## src/hw/rdma_resp_pkg.sv

```systemverilog
package rdma_resp_pkg;

	// network opcodes carried by a descriptor
	// read response codes follow the ib transport encoding
	typedef enum logic [4:0] {
		rd_resp_first  = 5'h0d,
		rd_resp_middle = 5'h0e,
		rd_resp_last   = 5'h0f,
		rd_resp_only   = 5'h10,
		// internal codes for locally generated work
		gen_cqe        = 5'h1c,
		gen_event      = 5'h1d
	} net_opcode_e;

	// verbs level opcode, copied into the cqe
	typedef logic [4:0] verbs_opcode_t;

	// descriptor metadata, msb first
	// reserved bits pad the opcodes to byte lanes
	typedef struct packed {
		logic [15:0]   pkt_start_slot;
		logic [31:0]   wqe_addr;
		logic [15:0]   dlid;
		logic [15:0]   pkt_length;
		logic [31:0]   msg_length;
		logic [2:0]    rsvd_1;
		net_opcode_e   net_opcode;
		logic [23:0]   remote_qpn;
		logic [2:0]    rsvd_0;
		verbs_opcode_t verbs_opcode;
		logic [23:0]   local_qpn;
	} pkt_meta_t;

	// memory region translation, at most two physical pages
	typedef struct packed {
		logic [3:0]  state;
		logic        page_valid_0;
		logic        page_valid_1;
		logic [31:0] page_size_0;
		logic [31:0] page_size_1;
		logic [63:0] phy_addr_0;
		logic [63:0] phy_addr_1;
	} mr_resp_t;

	typedef enum logic [1:0] {disp_idle, disp_judge, disp_busy} dispatch_state_e;

endpackage

```

## src/hw/rdma_dma_pkg.sv

```systemverilog
package rdma_dma_pkg;

	// packet buffer slot is 64 bytes
	localparam int slot_bytes_log = 6;

	// cqe size in bytes
	localparam logic [15:0] cqe_length = 16'd32;

	// owner byte when hardware hands the entry over
	localparam logic [7:0] cq_owner_hw = 8'h80;

	// one scatter dma request
	typedef struct packed {
		logic [15:0] req_length;
		logic [31:0] page_size;
		logic [63:0] phy_addr;
	} scatter_req_t;

	// completion queue entry, 256 bits, msb first
	typedef struct packed {
		logic [7:0]  owner;
		logic [7:0]  rsvd;
		logic [7:0]  is_send;
		logic [7:0]  opcode;
		logic [31:0] wqe_addr;
		logic [31:0] byte_cnt;
		logic [31:0] imm_pkey;
		logic [15:0] rlid;
		logic [7:0]  g_mlpath;
		logic [7:0]  sl_ipok;
		logic [31:0] rqpn;
		logic [31:0] ee;
		logic [31:0] my_qpn;
	} cqe_t;

	// packet buffer release request
	typedef struct packed {
		logic [15:0] slot_count;
		logic [15:0] start_slot;
	} delete_req_t;

	typedef enum logic [1:0] {ps_fetch, ps_page0, ps_page1, ps_data} payload_state_e;

endpackage

```

## src/hw/resp_dispatch.sv

```systemverilog
`timescale 1ns/1ps

module resp_dispatch
	import rdma_resp_pkg::*;
(
	input  logic      clk,
	input  logic      rst,
	input  logic      fetch_valid,
	input  pkt_meta_t fetch_meta,
	input  mr_resp_t  fetch_mr,
	input  logic      payload_done,
	input  logic      cqe_done,
	output logic      fetch_ready,
	output logic      payload_start,
	output logic      cqe_start,
	output pkt_meta_t meta,
	output mr_resp_t  mr
);

	dispatch_state_e state;
	logic            is_read_resp;
	logic            is_cqe;

	// only one job in flight, so accept only when idle
	assign fetch_ready = (state == disp_idle);

	// descriptor capture on the accept edge
	always_ff @(posedge clk) begin
		if (fetch_valid && fetch_ready) begin
			meta <= fetch_meta;
			mr   <= fetch_mr;
		end
	end

	// opcode decode from the held descriptor
	always_comb begin
		is_read_resp = 1'b0;
		is_cqe       = 1'b0;
		case (meta.net_opcode)
			rd_resp_first,
			rd_resp_middle,
			rd_resp_last,
			rd_resp_only: is_read_resp = 1'b1;
			gen_cqe:      is_cqe = 1'b1;
			// gen_event and anything unknown fall through
			default:      is_cqe = 1'b0;
		endcase
	end

	always_ff @(posedge clk or posedge rst) begin
		if (rst) begin
			state         <= disp_idle;
			payload_start <= 1'b0;
			cqe_start     <= 1'b0;
		end else begin
			// start strobes last one cycle
			payload_start <= 1'b0;
			cqe_start     <= 1'b0;
			case (state)
				disp_idle: begin
					if (fetch_valid) begin
						state <= disp_judge;
					end
				end
				disp_judge: begin
					if (is_read_resp) begin
						payload_start <= 1'b1;
						state         <= disp_busy;
					end else if (is_cqe) begin
						cqe_start <= 1'b1;
						state     <= disp_busy;
					end else begin
						// descriptor consumed, nothing written
						state <= disp_idle;
					end
				end
				disp_busy: begin
					// wait for the running engine to finish
					if (payload_done || cqe_done) begin
						state <= disp_idle;
					end
				end
				default: state <= disp_idle;
			endcase
		end
	end

endmodule

```

## src/hw/payload_scatter.sv

```systemverilog
`timescale 1ns/1ps

module payload_scatter
	import rdma_resp_pkg::*;
	import rdma_dma_pkg::*;
#(
	parameter int data_width = 256
)
(
	input  logic                  clk,
	input  logic                  rst,
	input  logic                  start,
	input  pkt_meta_t             meta,
	input  mr_resp_t              mr,
	input  logic                  delete_req_ready,
	input  logic                  delete_resp_valid,
	input  logic                  delete_resp_last,
	input  logic [data_width-1:0] delete_resp_data,
	input  logic                  req_ready,
	input  logic                  data_ready,
	output logic                  delete_req_valid,
	output delete_req_t           delete_req_head,
	output logic                  delete_resp_ready,
	output logic                  req_valid,
	output scatter_req_t          req,
	output logic                  data_valid,
	output logic [data_width-1:0] data,
	output logic                  done
);

	payload_state_e state;
	logic           busy;
	logic [15:0]    slot_count;
	logic           slot_partial;

	// slots covering the packet, last one may be partly used
	assign slot_partial = |meta.pkt_length[slot_bytes_log-1:0];
	assign slot_count   = (meta.pkt_length >> slot_bytes_log) + {15'd0, slot_partial};

	// release request, meta is held so the head stays stable
	assign delete_req_valid = busy && (state == ps_fetch);
	assign delete_req_head  = {slot_count, meta.pkt_start_slot};

	// one request per translated page
	assign req_valid = busy && ((state == ps_page0) || (state == ps_page1));
	always_comb begin
		req.req_length = meta.pkt_length;
		if (state == ps_page1) begin
			req.page_size = mr.page_size_1;
			req.phy_addr  = mr.phy_addr_1;
		end else begin
			req.page_size = mr.page_size_0;
			req.phy_addr  = mr.phy_addr_0;
		end
	end

	// payload beats pass through under fifo back-pressure
	assign data_valid        = busy && (state == ps_data) && delete_resp_valid;
	assign data              = delete_resp_data;
	assign delete_resp_ready = busy && (state == ps_data) && data_ready;

	always_ff @(posedge clk or posedge rst) begin
		if (rst) begin
			busy  <= 1'b0;
			state <= ps_fetch;
			done  <= 1'b0;
		end else begin
			done <= 1'b0;
			if (start) begin
				busy  <= 1'b1;
				state <= ps_fetch;
			end else if (busy) begin
				case (state)
					ps_fetch: begin
						if (delete_req_ready) begin
							state <= ps_page0;
						end
					end
					ps_page0: begin
						// second page only when the region spans it
						if (req_ready) begin
							state <= mr.page_valid_1 ? ps_page1 : ps_data;
						end
					end
					ps_page1: begin
						if (req_ready) begin
							state <= ps_data;
						end
					end
					ps_data: begin
						// job ends once the last beat is taken
						if (delete_resp_valid && data_ready && delete_resp_last) begin
							busy  <= 1'b0;
							done  <= 1'b1;
							state <= ps_fetch;
						end
					end
					default: state <= ps_fetch;
				endcase
			end
		end
	end

endmodule

```

## src/hw/cqe_writer.sv

```systemverilog
`timescale 1ns/1ps

module cqe_writer
	import rdma_resp_pkg::*;
	import rdma_dma_pkg::*;
#(
	parameter int data_width = 256
)
(
	input  logic                  clk,
	input  logic                  rst,
	input  logic                  start,
	input  pkt_meta_t             meta,
	input  mr_resp_t              mr,
	input  logic                  ready,
	output logic                  valid,
	output scatter_req_t          req,
	output logic [data_width-1:0] entry,
	output logic                  done
);

	cqe_t        cqe_q;
	logic [63:0] addr_q;

	// entry fields latched on start
	always_ff @(posedge clk) begin
		if (start) begin
			cqe_q.owner    <= cq_owner_hw;
			cqe_q.rsvd     <= 8'd0;
			cqe_q.is_send  <= 8'd1;
			cqe_q.opcode   <= 8'(meta.verbs_opcode);
			cqe_q.wqe_addr <= meta.wqe_addr;
			cqe_q.byte_cnt <= meta.msg_length;
			cqe_q.imm_pkey <= 32'd0;
			cqe_q.rlid     <= meta.dlid;
			cqe_q.g_mlpath <= 8'd0;
			cqe_q.sl_ipok  <= 8'd0;
			cqe_q.rqpn     <= 32'(meta.remote_qpn);
			cqe_q.ee       <= 32'd0;
			cqe_q.my_qpn   <= 32'(meta.local_qpn);
			// cq ring slot comes from page 0 of the translation
			addr_q         <= mr.phy_addr_0;
		end
	end

	// single request covering exactly one entry
	assign req   = {cqe_length, 32'(cqe_length), addr_q};
	assign entry = data_width'(cqe_q);

	always_ff @(posedge clk or posedge rst) begin
		if (rst) begin
			valid <= 1'b0;
			done  <= 1'b0;
		end else begin
			done <= 1'b0;
			if (start) begin
				valid <= 1'b1;
			end else if (valid && ready) begin
				valid <= 1'b0;
				done  <= 1'b1;
			end
		end
	end

endmodule

```

## src/hw/scatter_arbiter.sv

```systemverilog
`timescale 1ns/1ps

module scatter_arbiter
	import rdma_dma_pkg::*;
#(
	parameter int data_width = 256
)
(
	input  logic                  clk,
	input  logic                  rst,
	input  logic                  pay_req_valid,
	input  scatter_req_t          pay_req,
	input  logic                  pay_data_valid,
	input  logic [data_width-1:0] pay_data,
	input  logic                  cqe_valid,
	input  scatter_req_t          cqe_req,
	input  logic [data_width-1:0] cqe_entry,
	input  logic                  scatter_req_prog_full,
	input  logic                  scatter_data_prog_full,
	output logic                  pay_req_ready,
	output logic                  pay_data_ready,
	output logic                  cqe_ready,
	output logic                  scatter_req_wen,
	output scatter_req_t          scatter_req_din,
	output logic                  scatter_data_wen,
	output logic [data_width-1:0] scatter_data_din
);

	logic pay_req_take;
	logic pay_data_take;
	logic cqe_take;

	// each fifo gates only its own payload stream
	assign pay_req_ready  = !scatter_req_prog_full;
	assign pay_data_ready = !scatter_data_prog_full;

	// cqe pair goes as one, needs room in both fifos
	// payload offers win the cycle
	assign cqe_ready = !scatter_req_prog_full && !scatter_data_prog_full
		&& !pay_req_valid && !pay_data_valid;

	assign pay_req_take  = pay_req_valid && pay_req_ready;
	assign pay_data_take = pay_data_valid && pay_data_ready;
	assign cqe_take      = cqe_valid && cqe_ready;

	// write strobes one cycle after the grant
	always_ff @(posedge clk or posedge rst) begin
		if (rst) begin
			scatter_req_wen  <= 1'b0;
			scatter_data_wen <= 1'b0;
		end else begin
			scatter_req_wen  <= pay_req_take || cqe_take;
			scatter_data_wen <= pay_data_take || cqe_take;
		end
	end

	// write data follows the winning source
	always_ff @(posedge clk) begin
		if (pay_req_take) begin
			scatter_req_din <= pay_req;
		end else if (cqe_take) begin
			scatter_req_din <= cqe_req;
		end
		if (pay_data_take) begin
			scatter_data_din <= pay_data;
		end else if (cqe_take) begin
			scatter_data_din <= cqe_entry;
		end
	end

endmodule

```

## src/hw/resp_scatter_engine.sv

```systemverilog
`timescale 1ns/1ps

module resp_scatter_engine
	import rdma_resp_pkg::*;
	import rdma_dma_pkg::*;
#(
	parameter int data_width = 256
)
(
	input  logic                  clk,
	input  logic                  rst,
	// descriptor from the ooo station
	input  logic                  fetch_valid,
	input  pkt_meta_t             fetch_meta,
	input  mr_resp_t              fetch_mr,
	output logic                  fetch_ready,
	// scatter fifos
	output logic                  scatter_req_wen,
	output scatter_req_t          scatter_req_din,
	input  logic                  scatter_req_prog_full,
	output logic                  scatter_data_wen,
	output logic [data_width-1:0] scatter_data_din,
	input  logic                  scatter_data_prog_full,
	// packet buffer
	output logic                  delete_req_valid,
	output delete_req_t           delete_req_head,
	input  logic                  delete_req_ready,
	input  logic                  delete_resp_valid,
	input  logic                  delete_resp_last,
	input  logic [data_width-1:0] delete_resp_data,
	output logic                  delete_resp_ready
);

	// dispatcher to engines
	logic      payload_start;
	logic      cqe_start;
	logic      payload_done;
	logic      cqe_done;
	pkt_meta_t meta;
	mr_resp_t  mr;

	// engines to arbiter
	logic                  pay_req_valid;
	logic                  pay_req_ready;
	scatter_req_t          pay_req;
	logic                  pay_data_valid;
	logic                  pay_data_ready;
	logic [data_width-1:0] pay_data;
	logic                  cqe_valid;
	logic                  cqe_ready;
	scatter_req_t          cqe_req;
	logic [data_width-1:0] cqe_entry;

	resp_dispatch u_dispatch (
		.clk          (clk),
		.rst          (rst),
		.fetch_valid  (fetch_valid),
		.fetch_meta   (fetch_meta),
		.fetch_mr     (fetch_mr),
		.payload_done (payload_done),
		.cqe_done     (cqe_done),
		.fetch_ready  (fetch_ready),
		.payload_start(payload_start),
		.cqe_start    (cqe_start),
		.meta         (meta),
		.mr           (mr)
	);

	payload_scatter #(.data_width(data_width)) u_payload (
		.clk              (clk),
		.rst              (rst),
		.start            (payload_start),
		.meta             (meta),
		.mr               (mr),
		.delete_req_ready (delete_req_ready),
		.delete_resp_valid(delete_resp_valid),
		.delete_resp_last (delete_resp_last),
		.delete_resp_data (delete_resp_data),
		.req_ready        (pay_req_ready),
		.data_ready       (pay_data_ready),
		.delete_req_valid (delete_req_valid),
		.delete_req_head  (delete_req_head),
		.delete_resp_ready(delete_resp_ready),
		.req_valid        (pay_req_valid),
		.req              (pay_req),
		.data_valid       (pay_data_valid),
		.data             (pay_data),
		.done             (payload_done)
	);

	cqe_writer #(.data_width(data_width)) u_cqe (
		.clk  (clk),
		.rst  (rst),
		.start(cqe_start),
		.meta (meta),
		.mr   (mr),
		.ready(cqe_ready),
		.valid(cqe_valid),
		.req  (cqe_req),
		.entry(cqe_entry),
		.done (cqe_done)
	);

	scatter_arbiter #(.data_width(data_width)) u_arbiter (
		.clk                   (clk),
		.rst                   (rst),
		.pay_req_valid         (pay_req_valid),
		.pay_req               (pay_req),
		.pay_data_valid        (pay_data_valid),
		.pay_data              (pay_data),
		.cqe_valid             (cqe_valid),
		.cqe_req               (cqe_req),
		.cqe_entry             (cqe_entry),
		.scatter_req_prog_full (scatter_req_prog_full),
		.scatter_data_prog_full(scatter_data_prog_full),
		.pay_req_ready         (pay_req_ready),
		.pay_data_ready        (pay_data_ready),
		.cqe_ready             (cqe_ready),
		.scatter_req_wen       (scatter_req_wen),
		.scatter_req_din       (scatter_req_din),
		.scatter_data_wen      (scatter_data_wen),
		.scatter_data_din      (scatter_data_din)
	);

endmodule

```

## config.mk

```make
export PLATFORM = sky130hd
export DESIGN_NAME = resp_scatter_engine
export DESIGN_NICKNAME = d
export VERILOG_FILES = /design/src/hw/rdma_resp_pkg.sv /design/src/hw/rdma_dma_pkg.sv /design/src/hw/resp_dispatch.sv /design/src/hw/payload_scatter.sv /design/src/hw/cqe_writer.sv /design/src/hw/scatter_arbiter.sv /design/src/hw/resp_scatter_engine.sv
export SDC_FILE = /design/constraint.sdc
export NUM_CORES = 1
export LEC_CHECK = 0
export BUFFER_PORTS_ARGS = -buffer_cell sky130_fd_sc_hd__buf_2
export CORE_AREA = 2 2 407 409
export CTS_BUF_LIST = sky130_fd_sc_hd__clkbuf_4 sky130_fd_sc_hd__clkbuf_8
export DETAILED_ROUTE_END_ITERATION = 6
export DIE_AREA = 0 0 409 411
export GPL_TIMING_DRIVEN = 0
export PLACE_DENSITY_LB_ADDON = 0.2
export SLEW_MARGIN = 0
export SYNTH_ARGS = -nofsm -noshare
export SYNTH_HDL_FRONTEND = slang
export SYNTH_HIERARCHICAL = 1
export SYNTH_SLANG_ARGS = --single-unit
```

## constraint.sdc

```tcl
create_clock -name clk -period 93.4 [get_ports clk]
set_input_delay 4.67 -clock clk [delete_from_list [all_inputs] [get_ports clk]]
set_output_delay 4.67 -clock clk [all_outputs]
set_load 0.05 [all_outputs]
```

==> impl_results.md <==
- Worst r2r src: u_payload/state[0]$_DFFE_PP0P_
- Initial DRT Pass Iterations: 4
- Post_cts resized: 0
- Worst Setup EP: delete_resp_ready
- Total of max-cap violations: 0
- Area of the core: 0.164 mm²
- DIE AREA: 0.168 mm²
- Initial antenna violation count: between 70 and 80
- GR Overflow Total: 0
- Standard-cell row count: 149
- CTS tree: built
- Final Hold Viols: 0
- All-Layer GR Usage: 13.5%
- First-pass GRT wire length: ~160000 µm
- Final Non-Filler Cells: approximately 5500
- Avg Cell Area, Syn: 19.6 µm²
- Peak fanout along the critical path: 5
- Setup violators final: 0
- Htree depth: 4
- F_max: 99.9 MHz
- Rel. slew slack: 40.4%
- Power density cells: 25.0 mW/mm²
- Crit share post-route: 10.7%
- Clk root buf: clkbuf_8
- I/O pin cnt: 1043
- Total power: 1.27 mW
- Req. time, crit path: around 89000 ps
- Post-Route Utilization: between 30% and 40%
- Nets: 3849
- Final Critical Period: 10010 ps
- CP Launch Type: input pin
- Mapped Cells: about 2000
- Slew @ Worst Pin: 884 ps
- CP arrival: 5340 ps
- Vias per inst: approximately 3.6
- Largest net degree at the start of global routing: 69
- Worst r2r dst: u_arbiter/scatter_req_din[89]$_DFFE_PP_
- Switch share: 30.8%
- Placer Congestion: 0.746
- Hold WC Path Type: flop to flop
- Yosys warnings: 6
- Comb pwr share: between 20 and 25%
- Number of CTS-inserted buffers: 176
- Crit path launch: scatter_data_prog_full
- CTS clk-pin slew, worst paths: 60 ps
- WL final: 117000 µm
- Setup Fix Bufs, Post-CTS: 0
- Worst skew pair latency: 920 ps
- # DRC: 0
- Psw: 0.391 mW
- # clock sinks: 940
- PortBufs: 770
- Internal reg-to-reg setup slack: 89380 ps
- Leakage: 21.1 nW
- Cell Int Power: 0.880 mW
- DP Worst Slack: 83370 ps
- Area of the multi-input gates: 0.00757 mm²
- Syn Std Cell Area: a little under 0.04 mm²
- Final worst slack: 83390 ps
- Clk buf depth: 3
- Clock share of power: 31.6%
- Placed cell count: 5215
- Fillcell total: approximately 16000
- Hpwl dp: between 80000 and 90000 µm
- Peak VDD IR: approximately 0.014 mV
- 1st-iter DRT viols: 894
- Routed wire per std cell: 21.1 µm
- Crit end category: primary output
- Status: finished clean
- Fin. max-slew vios: 0
- Flop pwr share: 44.2%
- Detailed-route via count: 20200
- Skew final: ~50 ps
- Critical path class: input pin to primary output
- RSZ-0062 raised after global routing: no
- Starting Density: 24.0%
- CTS Hold Bufs: 0
- Routed Antenna Nets: 0
- Die span in y: 411 µm
- P&R area growth vs syn: 29.5%
- Reg2reg path depth: 19
- Layout cells sized above 1: 63.4%
- Fin Setup TNS: 0 ps
- Number of global-route vias before repair: 21100
- Die Wd: 409 µm
- Register area: 0.0282 mm²
-- stage by stage --
stage / hold WS, ps / cell area (µm²)
after global routing: 420 / 50900
after detailed placement: 405 / 47400
after global placement: 400 / 46500
after floorplan: 400 / 40000
final: 405 / 50900
after CTS: 409 / 50800
-- metal layers --
metal,routed length [µm],part of all wire [%],up-vias,track usage (%)
met5,533,0.46,-,0
met4,3190,2.7,86,4.93
met3,13300,11,267,7.39
met2,58100,50,853,23.2
met1,41500,36,9605,13.7
li1,-,-,9344,-
-- cell usage in the layout (no fill, tap or decap), types with 7 or more instances in the layout --
cell type,n
edfxtp_1,928
buf_2,782
buf_4,524
mux2_4,298
clkbuf_8,184
conb_1,176
mux2_2,166
clkbuf_4,62
clkinv_1,27
buf_6,23
buf_12,22
diode_2,19
clkinv_2,15
dfrtp_1,11
buf_16,11
inv_1,10
nor2_1,7
ha_1,7
-- worst max-delay path: stages --
cell and delay (ps):
buf_2 140, inv_1 90, and3_1 150, buf_2 290
-- flip-flops by register name, indices dropped and copies added, names as in the netlist --
register                    cells
u_arbiter/scatter_data_din    256
u_arbiter/scatter_data_wen      1
u_arbiter/scatter_req_din     112
u_arbiter/scatter_req_wen       1
u_cqe/addr_q                   64
u_cqe/done                      1
u_cqe/entry                   133
u_cqe/valid                     1
u_dispatch/cqe_start            1
u_dispatch/meta               170
u_dispatch/mr                 193
u_dispatch/payload_start        1
u_dispatch/state                2
u_payload/busy                  1
u_payload/done                  1
u_payload/state                 2
-- worst min path at each step --
| stage | from | to | cells past startpoint | slack, ps |
|---|---|---|---|---|
| after CTS | u_dispatch/meta[89]$_DFFE_PP_ | u_cqe/entry[185]$_DFFE_PP_ | 0 | 410 |
| after global placement | u_dispatch/meta[122]$_DFFE_PP_ | u_cqe/entry[122]$_DFFE_PP_ | 0 | 400 |
| final | u_dispatch/meta[89]$_DFFE_PP_ | u_cqe/entry[185]$_DFFE_PP_ | 0 | 410 |
| after floorplan | u_dispatch/meta[0]$_DFFE_PP_ | u_cqe/entry[0]$_DFFE_PP_ | 0 | 400 |
| after detailed placement | u_dispatch/meta[91]$_DFFE_PP_ | u_cqe/entry[187]$_DFFE_PP_ | 0 | 400 |
| after global routing | u_dispatch/meta[47]$_DFFE_PP_ | u_cqe/entry[79]$_DFFE_PP_ | 0 | 420 |
-- layout make-up --
| type | instances | share of cell area (%) |
|---|---|---|
| tap | 2189 | 5.38 |
| inverter | 10 | 0.0738 |
| buffer | 517 | 8.25 |
| antenna | 19 | 0.0934 |
| timing repair buffer | 845 | 9.14 |
| multi-input combinational | 714 | 14.9 |
| clock inverter | 61 | 0.949 |
| sequential | 940 | 55.4 |
| clock buffer | 246 | 5.89 |
-- power by group through the flow --
stage	clock (mW)	sequential, mW	combinational [mW]
floorplan	0	0.670	0.145
global placement	0	0.634	0.298
detailed placement	0	0.572	0.315
CTS	0.422	0.564	0.316
global route	0.438	0.568	0.327
finish	0.402	0.562	0.307
No activity file was read; power rests on OpenSTA's default activity.
